### src/rtl/glue_pkg.sv
package glue_pkg;

  // ========================================
  // board widths
  // ========================================
  localparam int unsigned num_keys    = 4;   // push keys, active low
  localparam int unsigned num_sw      = 10;  // slide switches
  localparam int unsigned num_led_pio = 9;   // leds owned by the processor
  localparam int unsigned num_ledr    = 10;  // led_pio plus heartbeat

  // trace event word, zero padded on top
  localparam int unsigned stm_width     = 28;
  localparam int unsigned stm_pad_width = stm_width - num_sw - num_led_pio - num_keys;

  // ========================================
  // timing defaults, 50 MHz clock
  // ========================================
  localparam int unsigned debounce_cycles_default   = 50000;     // 1 ms
  localparam int unsigned blink_half_period_default = 25000000;  // 0.5 s

  // reset request pulse lengths in clocks
  localparam int unsigned cold_pulse_cycles  = 6;
  localparam int unsigned warm_pulse_cycles  = 2;
  localparam int unsigned debug_pulse_cycles = 32;
  localparam int unsigned pulse_cnt_width    = 6;  // holds up to 63

  typedef enum logic
  {
    pulse_idle,
    pulse_busy
  } pulse_state_e;

endpackage

### src/rtl/key_debounce.sv
`timescale 1ns/1ps

module key_debounce #(
  parameter int unsigned DEBOUNCE_CYCLES = glue_pkg::debounce_cycles_default
) (
  input  logic                          fpga_clk_50,
  input  logic                          hps_fpga_reset_n,
  input  logic [glue_pkg::num_keys-1:0] key_raw,
  output logic [glue_pkg::num_keys-1:0] key_clean
);

  localparam int unsigned cnt_w = $clog2(DEBOUNCE_CYCLES + 1);

  logic [glue_pkg::num_keys-1:0] key_meta;  // first sync stage
  logic [glue_pkg::num_keys-1:0] key_sync;  // second sync stage

  // ========================================
  // two-flop synchronizer
  // ========================================
  always_ff @(posedge fpga_clk_50 or negedge hps_fpga_reset_n)
  begin
    if (!hps_fpga_reset_n)
    begin
      key_meta <= '1;  // released
      key_sync <= '1;
    end
    else
    begin
      key_meta <= key_raw;
      key_sync <= key_meta;
    end
  end

  // ========================================
  // per-key stability counters
  // ========================================
  genvar i;
  generate
    for (i = 0; i < glue_pkg::num_keys; i++)
    begin : g_key
      logic [cnt_w-1:0] stable_cnt;  // clocks the input has disagreed

      always_ff @(posedge fpga_clk_50 or negedge hps_fpga_reset_n)
      begin
        if (!hps_fpga_reset_n)
        begin
          stable_cnt   <= '0;
          key_clean[i] <= 1'b1;
        end
        else if (key_sync[i] == key_clean[i])
          stable_cnt <= '0;  // bounce back, start over
        else if (stable_cnt == cnt_w'(DEBOUNCE_CYCLES - 1))
        begin
          stable_cnt   <= '0;
          key_clean[i] <= key_sync[i];  // held long enough, accept
        end
        else
          stable_cnt <= stable_cnt + 1'b1;
      end
    end
  endgenerate

endmodule

### src/rtl/reset_req_pulse.sv
`timescale 1ns/1ps

module reset_req_pulse #(
  parameter int unsigned PULSE_CYCLES = glue_pkg::cold_pulse_cycles
) (
  input  logic fpga_clk_50,
  input  logic hps_fpga_reset_n,
  input  logic req_level,
  output logic req_pulse_n
);

  logic req_meta;
  logic req_sync;
  logic req_prev;  // last synced value, for edge detect
  logic req_rise;

  glue_pkg::pulse_state_e state;
  logic [glue_pkg::pulse_cnt_width-1:0] pulse_cnt;  // clocks left after this one

  // ========================================
  // sync and rising edge
  // ========================================
  always_ff @(posedge fpga_clk_50 or negedge hps_fpga_reset_n)
  begin
    if (!hps_fpga_reset_n)
    begin
      req_meta <= 1'b0;
      req_sync <= 1'b0;
      req_prev <= 1'b0;
    end
    else
    begin
      req_meta <= req_level;
      req_sync <= req_meta;
      req_prev <= req_sync;
    end
  end

  assign req_rise = req_sync & ~req_prev;

  // pulse FSM, edges while busy are dropped
  always_ff @(posedge fpga_clk_50 or negedge hps_fpga_reset_n)
  begin
    if (!hps_fpga_reset_n)
    begin
      state     <= glue_pkg::pulse_idle;
      pulse_cnt <= '0;
    end
    else if (state == glue_pkg::pulse_idle)
    begin
      if (req_rise)
      begin
        state     <= glue_pkg::pulse_busy;
        pulse_cnt <= glue_pkg::pulse_cnt_width'(PULSE_CYCLES - 1);
      end
    end
    else if (pulse_cnt == '0)
      state <= glue_pkg::pulse_idle;  // last low clock done
    else
      pulse_cnt <= pulse_cnt - 1'b1;
  end

  assign req_pulse_n = (state != glue_pkg::pulse_busy);  // low while busy

endmodule

### src/rtl/heartbeat_blinker.sv
`timescale 1ns/1ps

module heartbeat_blinker #(
  parameter int unsigned HALF_PERIOD = glue_pkg::blink_half_period_default
) (
  input  logic fpga_clk_50,
  input  logic hps_fpga_reset_n,
  output logic led_level
);

  localparam int unsigned cnt_w = $clog2(HALF_PERIOD + 1);

  logic [cnt_w-1:0] div_cnt;  // free running divider

  always_ff @(posedge fpga_clk_50 or negedge hps_fpga_reset_n)
  begin
    if (!hps_fpga_reset_n)
    begin
      div_cnt   <= '0;
      led_level <= 1'b0;  // led off out of reset
    end
    else if (div_cnt == cnt_w'(HALF_PERIOD - 1))
    begin
      div_cnt   <= '0;
      led_level <= ~led_level;  // wrap, flip the led
    end
    else
      div_cnt <= div_cnt + 1'b1;
  end

endmodule

### src/rtl/fpga_glue_top.sv
`timescale 1ns/1ps

module fpga_glue_top #(
  parameter int unsigned DEBOUNCE_CYCLES   = glue_pkg::debounce_cycles_default,
  parameter int unsigned BLINK_HALF_PERIOD = glue_pkg::blink_half_period_default
) (
  input  logic                             fpga_clk_50,
  input  logic                             hps_fpga_reset_n,
  input  logic [glue_pkg::num_keys-1:0]    key,            // raw, active low
  input  logic [glue_pkg::num_sw-1:0]      sw,
  input  logic [glue_pkg::num_led_pio-1:0] led_pio,        // from processor
  input  logic [2:0]                       hps_reset_req,  // debug, warm, cold
  output logic [glue_pkg::num_ledr-1:0]    ledr,
  output logic [glue_pkg::num_keys-1:0]    debounced_keys, // to button port
  output logic [glue_pkg::stm_width-1:0]   stm_hw_events,
  output logic                             cold_reset_req_n,
  output logic                             warm_reset_req_n,
  output logic                             debug_reset_req_n
);

  logic heartbeat;  // ledr bit 0

  // ========================================
  // key debounce
  // ========================================
  key_debounce #(
    .DEBOUNCE_CYCLES (DEBOUNCE_CYCLES)
  ) u_key_debounce (
    .fpga_clk_50      (fpga_clk_50),
    .hps_fpga_reset_n (hps_fpga_reset_n),
    .key_raw          (key),
    .key_clean        (debounced_keys)
  );

  // ========================================
  // reset request pulses
  // ========================================
  reset_req_pulse #(
    .PULSE_CYCLES (glue_pkg::cold_pulse_cycles)
  ) u_cold_pulse (
    .fpga_clk_50      (fpga_clk_50),
    .hps_fpga_reset_n (hps_fpga_reset_n),
    .req_level        (hps_reset_req[0]),
    .req_pulse_n      (cold_reset_req_n)
  );

  reset_req_pulse #(
    .PULSE_CYCLES (glue_pkg::warm_pulse_cycles)
  ) u_warm_pulse (
    .fpga_clk_50      (fpga_clk_50),
    .hps_fpga_reset_n (hps_fpga_reset_n),
    .req_level        (hps_reset_req[1]),
    .req_pulse_n      (warm_reset_req_n)
  );

  reset_req_pulse #(
    .PULSE_CYCLES (glue_pkg::debug_pulse_cycles)
  ) u_debug_pulse (
    .fpga_clk_50      (fpga_clk_50),
    .hps_fpga_reset_n (hps_fpga_reset_n),
    .req_level        (hps_reset_req[2]),
    .req_pulse_n      (debug_reset_req_n)
  );

  // heartbeat on the first led
  heartbeat_blinker #(
    .HALF_PERIOD (BLINK_HALF_PERIOD)
  ) u_heartbeat (
    .fpga_clk_50      (fpga_clk_50),
    .hps_fpga_reset_n (hps_fpga_reset_n),
    .led_level        (heartbeat)
  );

  // ========================================
  // led and trace packing
  // ========================================
  assign ledr = {led_pio, heartbeat};  // processor leds on bits 9..1

  // top bits always zero
  assign stm_hw_events = {{glue_pkg::stm_pad_width{1'b0}}, sw, led_pio, debounced_keys};

endmodule

### config.mk
export PLATFORM = sky130hd
export DESIGN_NAME = fpga_glue_top
export DESIGN_NICKNAME = d
export VERILOG_FILES = /design/src/rtl/glue_pkg.sv /design/src/rtl/key_debounce.sv /design/src/rtl/reset_req_pulse.sv /design/src/rtl/heartbeat_blinker.sv /design/src/rtl/fpga_glue_top.sv
export SDC_FILE = /design/constraint.sdc
export NUM_CORES = 1
export LEC_CHECK = 0
export ABC_AREA = 1
export ABC_CLOCK_PERIOD_IN_PS = 2800
export BUFFER_PORTS_ARGS = -buffer_cell sky130_fd_sc_hd__buf_2
export CORE_ASPECT_RATIO = 1.25
export CORE_MARGIN = 1.5
export CORE_UTILIZATION = 30
export CTS_CLUSTER_SIZE = 40
export DETAILED_ROUTE_END_ITERATION = 6
export HOLD_SLACK_MARGIN = 0.05
export PLACE_DENSITY = 0.51
export SKIP_LAST_GASP = 1
export SLEW_MARGIN = 20
export SYNTH_ARGS = -nofsm -noshare
export SYNTH_HDL_FRONTEND = slang
export SYNTH_SLANG_ARGS = --single-unit
### constraint.sdc
create_clock -name fpga_clk_50 -period 2.8 [get_ports fpga_clk_50]
set_input_delay 0.14 -clock fpga_clk_50 [delete_from_list [all_inputs] [get_ports fpga_clk_50]]
set_output_delay 0.14 -clock fpga_clk_50 [all_outputs]
set_load 0.02 [all_outputs]
==> summary.txt, run 1 <==
Outcome
  – Status: completed

Layout
  – Fillers: 2523
  – Ant. Diodes: 0
  – Layout cell share with drive strength beyond 1: 0.109
  – Multi-input logic area: 3160 um^2
  – Register area: 3320 um^2
  – Fin nets: 1008
  – Final Util: 0.345
  – Area grow syn2layout: 13.3%

Critical path
  – Startpoint Class: flip-flop
  – Crit path DAT: 1.98 ns
  – Crit Path Max Fanout: 6
  – Crit. Startpoint: u_key_debounce.g_key[2].stable_cnt[0]$_DFF_PN0_
  – CP endpoint kind: flip-flop
  – Slowest stage cell, crit path: dfrtp_1
  – Critical path class: flip-flop to flip-flop
  – CP most frequent cell: nor2_1
  – Worst EP required: 3.15 ns
  – Crit path cell chain: ha_1, nand3_1, nor2_1, a21oi_1, nand2_1, nor2_1
  – Delay-heaviest family, CP: simple AND/OR/NAND/NOR gates
  – R2R Path End: u_key_debounce.g_key[2].stable_cnt[9]$_DFF_PN0_
  – Reg2Reg Setup Slack: 1.17 ns
  – CP max stage delay: 0.43 ns
  – Worst setup path endpoint: u_key_debounce.g_key[2].stable_cnt[9]$_DFF_PN0_
  – Worst r2r path cells: 6
  – Worst Path Buf+Inv: 0
  – Critical register-to-register path startpoint: u_key_debounce.g_key[2].stable_cnt[0]$_DFF_PN0_
  – Cell depth of the worst setup path: 6

Synthesis
  – #FFs+latches synth: 132
  – Synthesized area per cell: 7.54 um^2
  – Synthesized area: 7200 um^2
  – Synth unique cells: 28
  – YS warnings: 0
  – Syn Inst Count: 955
  – Sequential-to-total area share from yosys stat: 0.461

Clocking
  – H-Tree Depth: 4
  – Clk buf depth: 2
  – Clock transition at the registers of the reported paths: 0.06 ns
  – CTS root buf: clkbuf_16
  – Clk_lat worst skew: 0.42 ns
  – # Post-CTS Setup Buffers: 0
  – Post-CTS sizing: 0
  – # hold bufs at CTS: 8
  – CTS Sinks: 132
  – TritonCTS clock tree: done
  – CTS buffer count: 17

Power and ir drop
  – Sw Share: 0.269
  – Pleak: 3.68 nW
  – Worst IR Drop VDD: 0.225 mV
  – Net Sw Power: 0.00146 W
  – Register share of total power: 0.407
  – Clk pwr share: 0.457
  – Comb pwr share: 0.136
  – Pint: 0.00397 W
  – Power Density: 665 nW/um^2

Route
  – Detailed router's first-iteration violation count: 257
  – Final wirelength: 14300 um
  – Via count: 5607
  – Drt drc: 0
  – Per-cell routed wire length: 11.2 um
  – Drt via density: 4.40
  – 1st-pass router iterations: 5
  – DRT antenna net count: 0

Floorplan
  – Core Region: 23600 um^2
  – Die Width: 142 um
  – Die area: 24900 um^2
  – Die Y: 176 um
  – Num rows: 63
  – Ports: 73
  – Initial Util: 0.304

Timing
  – Slew HR: 0.541
  – Final hold violation count: 0
  – RSZ-0062 raised after global routing: no
  – Final Max Slew Viols: 0
  – Final cycle utilization of the critical path: 0.582
  – Final WS setup: 1.17 ns
  – Final TNS setup: 0 ns
  – # setup viols final: 0
  – F_max: 614 MHz
  – Worst-Margin Slew: 0.684 ns
  – Final Skew: 0.00872 ns
  – Final min period: 1.63 ns

GRT
  – Met2 Resource Use GR: 0.218
  – Largest net degree at the start of global routing: 63
  – Met3 GRT Util: 0.0269
  – Met1 Usage GRT: 0.151
  – GRT Total Usage: 0.127
  – First-pass GRT wire length: 25700 um
  – GR peak layer: met2
  – Vias in the first global route: 5650
  – Initial antenna violation count: 0
  – GRT overflow: 0

Place
  – DPL Wire Length: 10500 um
  – Pre-CTS setup slack: 1.16 ns
  – # port buffers: 20
  – Placer congestion estimate: 0.837

Job
  – Max_cap viols: 0

Worst hold path
  – Hold Path Class: primary input to async pin
cells by family after synthesis:
kind of cell,after synthesis,synth area share
AO/OA/AOI/OAI,38,0.0282
XOR/XNOR,35,0.0426
adder cells (fa/ha/maj),11,0.0191
buffers and inverters,157,0.103
flip-flops,132,0.461
other,1,0.000521
AND/OR/NAND/NOR,581,0.346
cell usage after synthesis (all sizes together):
| cell | instances | share of area |
|---|---|---|
| a21oi | 20 | 0.014 |
| and2 | 1 | 0.00087 |
| buf | 39 | 0.041 |
| conb | 1 | 0.00052 |
| dfrtp | 120 | 0.42 |
| dfstp | 12 | 0.044 |
| ha | 11 | 0.019 |
| inv | 118 | 0.062 |
| nand2 | 238 | 0.13 |
| nand3 | 67 | 0.049 |
| nand3b | 4 | 0.0042 |
| nand4 | 15 | 0.013 |
| nor2 | 220 | 0.12 |
| nor3 | 32 | 0.025 |
| o21ai | 13 | 0.0090 |
| o21bai | 2 | 0.0026 |
| o22ai | 3 | 0.0026 |
| or2 | 4 | 0.0035 |
| xnor2 | 11 | 0.013 |
| xor2 | 24 | 0.029 |
registers in the layout, indices dropped and copies added (netlist names), 4 cells and up:
| signal | count |
|---|---|
| u_key_debounce.g_key.stable_cnt | 64 |
| u_heartbeat.div_cnt | 25 |
| u_cold_pulse.pulse_cnt | 6 |
| u_debug_pulse.pulse_cnt | 6 |
| u_warm_pulse.pulse_cnt | 6 |
| u_key_debounce.key_clean | 4 |
| u_key_debounce.key_meta | 4 |
| u_key_debounce.key_sync | 4 |
how the worst min path moves through the flow:
stage          depth (start not counted)  slack (ns)                                               to
2_1_floorplan                          0       -0.16            u_cold_pulse.pulse_cnt[0]$_DFFE_PN0P_
3_3_place_gp                           1        0.17  u_key_debounce.g_key[2].stable_cnt[9]$_DFF_PN0_
3_5_place_dp                           1        0.17  u_key_debounce.g_key[2].stable_cnt[9]$_DFF_PN0_
4_1_cts                                0        0.28                                stm_hw_events[16]
5_1_grt                                0        0.28                                stm_hw_events[18]
6_report                               2        0.26  u_key_debounce.g_key[2].stable_cnt[9]$_DFF_PN0_
layout make-up:
cell class                      instances  area share
Sequential cell                       132       0.407
Multi-Input combinational cell        670       0.387
Clock buffer                           20      0.0560
Inverter                              118      0.0543
Tap cell                              292      0.0448
Timing Repair Buffer                   30      0.0262
Clock inverter                         12      0.0247
metrics by stage:
step           total power [W]  area (um^2)  cells  hold slack, ns
4_1_cts                0.00551         8150   1274           0.280
3_5_place_dp           0.00299         7420   1234           0.172
6_report               0.00543         8150   1274           0.263
5_1_grt                0.00576         8150   1274           0.280
2_1_floorplan          0.00282         7210    959          -0.156
3_3_place_gp           0.00296         7420   1234           0.172
metal layers:
metal | wire (um) | part of all wire
met5 | 0 | 0
met3 | 355 | 0.025
met1 | 6500 | 0.46
met2 | 7080 | 0.50
met4 | 351 | 0.025
layout by cell type, fill, tap and decap left out, types with 12 or more instances in the layout:
cell and instances:
nand2_1 229, nor2_1 203, dfrtp_1 120, inv_1 115, nand3_1 63, nor3_1 28
xor2_1 24, a21oi_1 20, buf_2 19, clkbuf_16 17, nand4_1 15, nor2_2 14
o21ai_0 13, dfstp_2 12
power by group through the flow:
stage / sequential, W / clock, W / combinational [W]
global placement: 0.00224 / 0 / 0.000720
finish: 0.00221 / 0.00248 / 0.000738
detailed placement: 0.00224 / 0 / 0.000749
floorplan: 0.00221 / 0 / 0.000615
CTS: 0.00221 / 0.00254 / 0.000752
global route: 0.00224 / 0.00264 / 0.000888
No activity file was read; power rests on OpenSTA's default activity.
==> run 2: changes to the inputs <==
--- a/config.mk
+++ b/config.mk
@@ -5,8 +5,8 @@
 export SDC_FILE = /design/constraint.sdc
 export NUM_CORES = 1
 export LEC_CHECK = 0
-export ABC_AREA = 1
-export ABC_CLOCK_PERIOD_IN_PS = 2800
+export ABC_AREA = 0
+export ABC_CLOCK_PERIOD_IN_PS = 1400
 export BUFFER_PORTS_ARGS = -buffer_cell sky130_fd_sc_hd__buf_2
 export CORE_ASPECT_RATIO = 1.25
 export CORE_MARGIN = 1.5
@@ -14,7 +14,7 @@
 export CTS_CLUSTER_SIZE = 40
 export DETAILED_ROUTE_END_ITERATION = 6
 export HOLD_SLACK_MARGIN = 0.05
-export PLACE_DENSITY = 0.51
+export PLACE_DENSITY = 0.53
 export SKIP_LAST_GASP = 1
 export SLEW_MARGIN = 20
 export SYNTH_ARGS = -nofsm -noshare
==> constraint.sdc (replaced) <==
create_clock -name fpga_clk_50 -period 1.4 [get_ports fpga_clk_50]
set_input_delay 0.07 -clock fpga_clk_50 [delete_from_list [all_inputs] [get_ports fpga_clk_50]]
set_output_delay 0.07 -clock fpga_clk_50 [all_outputs]
set_load 0.02 [all_outputs]
==> run 2 against run 1 <==
  * The run now ends with setup timing left
  * Register-to-register slack worse by 1.6 ns
  * Maximum frequency down 9.3%
  * Sequential cell count unchanged
  * Clock-buffer cell count up 3
  * Core utilization up 13 points
  * Global-route usage up 1.0 points
  * Synthesized cell count down 35%
  * Cell count down 14%
  * Setup slack worse by 1.6 ns
  * Worst hold slack worse by 0.16 ns
  * Area after synthesis down 12%
  * Wire length up 9.0%
  * Critical endpoint is now u_heartbeat.led_level$_DFFE_PN0N_
  * Largest cell class is now multi-input combinational cells
==> summary.txt, run 2 <==
Clocking
  – TritonCTS clock tree: done (unchanged)
  – Clk buf depth: 2 (unchanged)
  – CTS Sinks: 132 (unchanged)
  – CTS buffer count: 17 (unchanged)
  – CTS root buf: clkbuf_16 (unchanged)
  – Clk_lat worst skew: 0.42 ns (about the same)
  – Clock transition at the registers of the reported paths: 0.06 ns (about the same)
  – H-Tree Depth: 4 (unchanged)

Place
  – Placer congestion estimate: 0.827 (was 0.837)
  – # port buffers: 20 (unchanged)
  – DPL Wire Length: 9540 um (was 10500 um)

Synthesis
  – Share of the synthesized area in the top cell type: 0.472 (was 0.417)
  – Largest area contributor in the netlist: dfrtp_1 (unchanged)
  – Area contributors post-synth: dfrtp_1, xnor2_1, dfstp_2, nor2_1, buf_4 (was dfrtp_1, nand2_1, nor2_1, inv_1, dfstp_2)
  – Count leader, synth: dfrtp_1 (was nand2_1)
  – Ys async rst share: 1.00 (unchanged)
  – YS warnings: 0 (unchanged)
  – Sequential-to-total area share from yosys stat: 0.522 (was 0.461)
  – Synthesized area: 6360 um^2 (was 7200 um^2)
  – #FFs+latches synth: 132 (unchanged)
  – Commonest register cell after synthesis: dfrtp_1 (unchanged)
  – Synthesized area per cell: 10.2 um^2 (was 7.54 um^2)
  – Syn Inst Count: 625 (was 955)
  – Synth top cells by count: dfrtp_1, nor2_1, xnor2_1 (was nand2_1, nor2_1, dfrtp_1)
  – Synth unique cells: 47 (was 28)
  – Number of synthesized flops with an enable pin: 0 (unchanged)

Critical path
  – Crit path DAT: 2.14 ns (was 1.98 ns)
  – Critical path class: flip-flop to flip-flop (unchanged)
  – Startpoint Class: flip-flop (unchanged)
  – CP endpoint kind: flip-flop (unchanged)
  – Worst EP required: 1.74 ns (was 3.15 ns)
  – Crit Path Max Fanout: 5 (was 6)
  – Worst r2r path cells: 5 (was 6)

Power and ir drop
  – Worst IR Drop VDD: 0.975 mV (was 0.225 mV)
  – Power Density: 1200 nW/um^2 (was 665 nW/um^2)
  – Pleak: 4.25 nW (was 3.68 nW)

GRT
  – GRT Total Usage: 0.137 (was 0.127)
  – GRT overflow: 0 (unchanged)
  – First-pass GRT wire length: 24800 um (was 25700 um)
  – Initial antenna violation count: 0 (unchanged)
  – Vias in the first global route: 5423 (was 5650)
  – Largest net degree at the start of global routing: 43 (was 63)

Timing
  – Final Max Slew Viols: 0 (unchanged)
  – Worst-Margin Slew: 0.531 ns (was 0.684 ns)
  – RSZ-0062 raised after global routing: yes (was no)
  – Final hold violation count: 0 (unchanged)
  – Final Skew: 0.0103 ns (was 0.00872 ns)
  – F_max: 556 MHz (was 614 MHz)
  – Final WS setup: -0.398 ns (was 1.17 ns)
  – Final TNS setup: -7.14 ns (was 0 ns)
  – Final min period: 1.80 ns (was 1.63 ns)
  – Final cycle utilization of the critical path: 1.28 (was 0.582)
  – Slew HR: 0.645 (was 0.541)
  – # setup viols final: 65 (was 0)

Layout
  – Largest register FFs: 64 (unchanged)
  – Register area: 3330 um^2 (was 3320 um^2)
  – Commonest non-fill, non-tap cells in the layout: buf_4, dfrtp_1, xnor2_1 (was nand2_1, nor2_1, dfrtp_1)
  – Layout cell share with drive strength beyond 1: 0.508 (was 0.109)
  – Commonest non-fill, non-tap cell in the layout: buf_4 (was nand2_1)
  – Final Util: 0.473 (was 0.345)
  – Top Registers: u_key_debounce.g_key.stable_cnt (64), u_heartbeat.div_cnt (25) (unchanged)
  – Fin nets: 845 (was 1008)
  – Top reg by flops: u_key_debounce.g_key.stable_cnt (unchanged)
  – Area grow syn2layout: 54.8% (was 13.3%)
  – Multi-input logic area: 3830 um^2 (was 3160 um^2)
  – Ant. Diodes: 0 (unchanged)
  – Fillers: 1881 (was 2523)

Route
  – Detailed router's first-iteration violation count: 154 (was 257)
  – DRT antenna net count: 0 (unchanged)
  – Drt drc: 0 (unchanged)
  – 1st-pass router iterations: 4 (was 5)
  – Drt via density: 4.79 (was 4.40)
  – Final wirelength: 15600 um (was 14300 um)
  – Per-cell routed wire length: 14.2 um (was 11.2 um)
  – Via count: 5239 (was 5607)

Outcome
  – Failing checks: setup timing
  – Status: finished with violations (was completed)

Floorplan
  – Num rows: 59 (was 63)
  – Initial Util: 0.305 (was 0.304)
  – Core Region: 20800 um^2 (was 23600 um^2)
  – Die Y: 166 um (was 176 um)
  – Die area: 22100 um^2 (was 24900 um^2)
  – Die Width: 133 um (was 142 um)
  – Ports: 73 (unchanged)

Worst hold path
  – Hold Path Class: primary input to async pin (unchanged)

Job
  – Max_cap viols: 0 (unchanged)
[run 2: final timing paths]
kind                                                        start                                               end  slack, ns
worst min-delay path                             hps_fpga_reset_n  u_key_debounce.g_key[0].stable_cnt[11]$_DFF_PN0_       0.10
worst max register to register  u_heartbeat.div_cnt[10]$_DFF_PN0_                 u_heartbeat.led_level$_DFFE_PN0N_      -0.40
max in group asynchronous                        hps_fpga_reset_n           u_key_debounce.key_clean[3]$_DFFE_PN1P_       0.69
worst min register to register   u_debug_pulse.req_meta$_DFF_PN0_                  u_debug_pulse.req_sync$_DFF_PN0_       0.35
worst max-delay path            u_heartbeat.div_cnt[10]$_DFF_PN0_                 u_heartbeat.led_level$_DFFE_PN0N_      -0.40
min in group fpga_clk_50                                    sw[0]                                 stm_hw_events[13]       0.14
[run 2: cell type report]
type,instances,share of cell area
Clock buffer,23,0.0476
Clock inverter,9,0.0154
Inverter,21,0.00801
Multi-Input combinational cell,430,0.389
Sequential cell,132,0.338
Tap cell,274,0.0348
Timing Repair Buffer,204,0.167
[run 2: metal layers]
metal / wire (um) / track usage / vias up
met5: 0 / 0 / -
met4: 287 / 0.0567 / 0
met3: 397 / 0.0314 / 22
met2: 8710 / 0.257 / 77
met1: 6170 / 0.147 / 2648
li1: - / - / 2492
[run 2: where the power goes]
part	leakage (nW)	total [W]	internal, W	switching (W)
combinational	2.24	0.00271	0.00135	0.00137
sequential	1.70	0.00443	0.00416	0.000270
clock	0.301	0.00470	0.00307	0.00163
[run 2: cell families (layout without fill, tap and decap cells)]
logic type,count (synthesis),count (layout),share of synthesized area
xor gates and xnor gates,74,74,0.102
adders and majority gates,11,11,0.0216
muxes,10,10,0.0169
AOI/OAI and AO/OA,49,49,0.0457
and+or+nand+nor,279,281,0.228
other,1,5,0.000590
DFF,132,132,0.522
buffers and inverters,69,257,0.0634
[run 2: timing repair]
action	CTS	global route
pin swaps	53	66
setup buffers	22	25
hold endpoints to repair	133	0
cloned	3	1
gates resized for setup	72	182
endpoints found under the setup margin	95	106
hold buffers	8	0
[run 2: per-stage QoR]
stage / hold slack [ns] / cells / total power (W) / area [um^2] / worst slack, ns
5_1_grt: 0.140 / 1093 / 0.0124 / 9840 / -0.460
3_3_place_gp: 0.0169 / 1006 / 0.00621 / 7610 / -0.380
3_5_place_dp: 0.0224 / 1006 / 0.00634 / 7610 / -0.420
6_report: 0.105 / 1093 / 0.0118 / 9840 / -0.398
4_1_cts: 0.117 / 1070 / 0.0113 / 8810 / -0.377
2_1_floorplan: -0.226 / 629 / 0.00565 / 6500 / -0.476
[run 2: critical path, cell delays in order (launching register included)]
cell     delay (ns)
dfrtp_1        0.42
buf_6          0.14
or4_4          0.53
nor3_4         0.30
buf_6          0.16
xor2_1         0.15
==> run 3: changes to the inputs <==
--- a/config.mk
+++ b/config.mk
@@ -10,11 +10,11 @@
 export BUFFER_PORTS_ARGS = -buffer_cell sky130_fd_sc_hd__buf_2
 export CORE_ASPECT_RATIO = 1.25
 export CORE_MARGIN = 1.5
-export CORE_UTILIZATION = 30
+export CORE_UTILIZATION = 53
 export CTS_CLUSTER_SIZE = 40
 export DETAILED_ROUTE_END_ITERATION = 6
 export HOLD_SLACK_MARGIN = 0.05
-export PLACE_DENSITY = 0.53
+export PLACE_DENSITY = 0.81
 export SKIP_LAST_GASP = 1
 export SLEW_MARGIN = 20
 export SYNTH_ARGS = -nofsm -noshare
==> run 3 against run 2 <==
  * The run still ends with setup timing left
  * Sequential cell count is the same
  * First-iteration DRC count grew to 2.7 times the previous value
  * Die area shrank 43%
  * Setup slack lost 0.068 ns
  * Clock power shrank 4%
  * Design area shrank 2.4%
  * Register-to-register slack lost 0.07 ns
  * Combinational power is essentially flat
  * Largest cell class unchanged
  * Largest power group unchanged
==> summary.txt, run 3 (same netlist as run 2, synthesis figures left out) <==
Clocking
  – TritonCTS clock tree: done (unchanged)
  – Clock transition at the registers of the reported paths: 0.07 ns (was 0.06 ns)
  – Clk_lat worst skew: 0.43 ns (was 0.42 ns)
  – CTS Sinks: 132 (unchanged)
  – Clk buf depth: 2 (unchanged)
  – CTS root buf: clkbuf_16 (unchanged)
  – H-Tree Depth: 4 (unchanged)
  – CTS buffer count: 17 (unchanged)

Layout
  – Fillers: 590 (was 1881)
  – Register area: 3330 um^2 (about the same)
  – Multi-input logic area: 3800 um^2 (was 3830 um^2)
  – Area grow syn2layout: 51.0% (was 54.8%)
  – Layout cell share with drive strength beyond 1: 0.507 (was 0.508)
  – Largest register FFs: 64 (unchanged)
  – Fin nets: 842 (was 845)
  – Final Cell Area: 9600 um^2 (was 9840 um^2)
  – Commonest non-fill, non-tap cells in the layout: buf_4, dfrtp_1, nor2_1 (was buf_4, dfrtp_1, xnor2_1)
  – Top reg by flops: u_key_debounce.g_key.stable_cnt (unchanged)
  – Top Registers: u_key_debounce.g_key.stable_cnt (64), u_heartbeat.div_cnt (25) (unchanged)
  – Ant. Diodes: 0 (unchanged)
  – Commonest non-fill, non-tap cell in the layout: buf_4 (unchanged)

Power and ir drop
  – Register share of total power: 0.382 (was 0.374)
  – Total power: 0.0117 W (was 0.0118 W)
  – Sw Share: 0.300 (was 0.276)
  – Net Sw Power: 0.00352 W (was 0.00327 W)
  – Clk pwr share: 0.386 (was 0.397)
  – Comb pwr share: 0.232 (was 0.229)
  – Power Density: 1220 nW/um^2 (was 1200 nW/um^2)
  – Worst IR Drop VDD: 1.09 mV (was 0.975 mV)
  – Pint: 0.00819 W (was 0.00857 W)
  – Pleak: 4.22 nW (was 4.25 nW)

GRT
  – GRT overflow: 0 (unchanged)
  – Met1 Usage GRT: 0.287 (was 0.147)
  – Met2 Resource Use GR: 0.490 (was 0.257)
  – First-pass GRT wire length: 26700 um (was 24800 um)
  – Met3 GRT Util: 0.0525 (was 0.0314)
  – GRT Total Usage: 0.270 (was 0.137)
  – Initial antenna violation count: 0 (unchanged)
  – Largest net degree at the start of global routing: 51 (was 43)
  – Vias in the first global route: 5811 (was 5423)
  – GR peak layer: met2 (unchanged)

Critical path
  – Startpoint Class: flip-flop (unchanged)
  – Slowest stage cell, crit path: or4_4 (unchanged)
  – Critical register-to-register path startpoint: u_heartbeat.div_cnt[5]$_DFF_PN0_ (was u_heartbeat.div_cnt[10]$_DFF_PN0_)
  – Crit path cell chain: nand4_4, or4_4, or4_1, a21oi_1 (was buf_6, or4_4, nor3_4, buf_6, xor2_1)
  – Crit. Startpoint: u_heartbeat.div_cnt[5]$_DFF_PN0_ (was u_heartbeat.div_cnt[10]$_DFF_PN0_)
  – Crit path DAT: 2.22 ns (was 2.14 ns)
  – Crit Path Max Fanout: 5 (unchanged)
  – R2R Path End: u_heartbeat.div_cnt[21]$_DFF_PN0_ (was u_heartbeat.led_level$_DFFE_PN0N_)
  – Worst r2r path cells: 4 (was 5)
  – Cell depth of the worst setup path: 4 (was 5)
  – Delay-heaviest family, CP: simple AND/OR/NAND/NOR gates (unchanged)
  – Worst EP required: 1.76 ns (was 1.74 ns)
  – Worst setup path endpoint: u_heartbeat.div_cnt[21]$_DFF_PN0_ (was u_heartbeat.led_level$_DFFE_PN0N_)
  – Critical path class: flip-flop to flip-flop (unchanged)
  – Worst Path Buf+Inv: 0 (was 2)
  – CP max stage delay: 0.58 ns (was 0.53 ns)
  – Reg2Reg Setup Slack: -0.47 ns (was -0.40 ns)
  – CP endpoint kind: flip-flop (unchanged)

Route
  – Final wirelength: 19800 um (was 15600 um)
  – Per-cell routed wire length: 20.3 um (was 14.2 um)
  – Drt via density: 5.81 (was 4.79)
  – Drt drc: 0 (unchanged)
  – Via count: 5678 (was 5239)
  – Detailed router's first-iteration violation count: 409 (was 154)
  – DRT antenna net count: 0 (unchanged)
  – 1st-pass router iterations: 5 (was 4)

Timing
  – F_max: 536 MHz (was 556 MHz)
  – Hold slack: 0.0904 ns (was 0.105 ns)
  – Final min period: 1.87 ns (was 1.80 ns)
  – Final Max Slew Viols: 0 (unchanged)
  – Final cycle utilization of the critical path: 1.33 (was 1.28)
  – Worst-Margin Slew: 0.567 ns (was 0.531 ns)
  – RSZ-0062 raised after global routing: yes (unchanged)
  – Final hold violation count: 0 (unchanged)
  – Final Skew: 0.0118 ns (was 0.0103 ns)
  – Slew HR: 0.621 (was 0.645)
  – # setup viols final: 72 (was 65)
  – Final WS setup: -0.466 ns (was -0.398 ns)

Outcome
  – Failing checks: setup timing (unchanged)
  – Status: finished with violations (unchanged)

Floorplan
  – Die area: 12700 um^2 (was 22100 um^2)
  – Die Y: 125 um (was 166 um)
  – Die Width: 101 um (was 133 um)
  – Core Region: 11700 um^2 (was 20800 um^2)
  – Num rows: 44 (was 59)
  – Ports: 73 (unchanged)
  – Initial Util: 0.545 (was 0.305)

Place
  – DPL Wire Length: 9390 um (was 9540 um)
  – # port buffers: 20 (unchanged)
  – DP Area: 7330 um^2 (was 7610 um^2)
  – Placer congestion estimate: 0.855 (was 0.827)

Worst hold path
  – Hold Path Class: primary input to async pin (unchanged)

Job
  – Max_cap viols: 0 (unchanged)
## run 3: what timing repair did
item / 4_1_cts / 5_1_grt
resized for setup: 76 / 167
endpoints found under the setup margin: 95 / 107
endpoints found under the hold margin: 127 / 0
gates cloned: 4 / 1
setup buffers: 31 / 25
pin swaps: 38 / 76
hold buffers: 8 / 0
## run 3: power groups by stage
| stage | clock [W] | combinational, W | sequential [W] |
|---|---|---|---|
| after floorplan | 0 | 0.00119 | 0.00446 |
| after global placement | 0 | 0.00171 | 0.00443 |
| after detailed placement | 0 | 0.00185 | 0.00446 |
| after CTS | 0.00448 | 0.00219 | 0.00442 |
| after global routing | 0.00473 | 0.00292 | 0.00449 |
| final | 0.00452 | 0.00272 | 0.00447 |
## run 3: area by class of cell
type,instances,area share
Clock buffer,20,0.0486
Sequential cell,132,0.347
Tap cell,161,0.0210
Multi-Input combinational cell,432,0.396
Inverter,21,0.00821
Clock inverter,12,0.0136
Timing Repair Buffer,199,0.165
## run 3: through the flow
stage | setup WS, ns | TNS [ns] | util | std cells
floorplan | -0.476 | -5.14 | - | 629
global placement | -0.398 | -8.26 | 0.628 | 876
detailed placement | -0.461 | -12.10 | 0.628 | 876
CTS | -0.377 | -6.20 | 0.739 | 951
global route | -0.486 | -14.69 | 0.823 | 977
finish | -0.466 | -9.73 | 0.823 | 977
## run 3: worst min path at each step
stage | startpoint | endpoint | cells after the start | slack (ns)
2_1_floorplan | hps_fpga_reset_n | u_cold_pulse.pulse_cnt[0]$_DFFE_PN0P_ | 0 | -0.23
3_3_place_gp | hps_fpga_reset_n | u_key_debounce.g_key[2].stable_cnt[10]$_DFF_PN0_ | 1 | -0.02
3_5_place_dp | hps_fpga_reset_n | u_key_debounce.g_key[2].stable_cnt[9]$_DFF_PN0_ | 1 | -0.005
4_1_cts | hps_fpga_reset_n | u_key_debounce.g_key[2].stable_cnt[10]$_DFF_PN0_ | 2 | 0.09
5_1_grt | hps_fpga_reset_n | u_key_debounce.g_key[2].stable_cnt[10]$_DFF_PN0_ | 2 | 0.10
6_report | hps_fpga_reset_n | u_heartbeat.div_cnt[9]$_DFF_PN0_ | 2 | 0.09
## run 3: per-layer routing
layer  share of wire  vias to the layer above
li1                -                     2495
met4           0.039                        0
met1            0.37                     2898
met2            0.56                      206
met3           0.037                       79
met5               0                        -
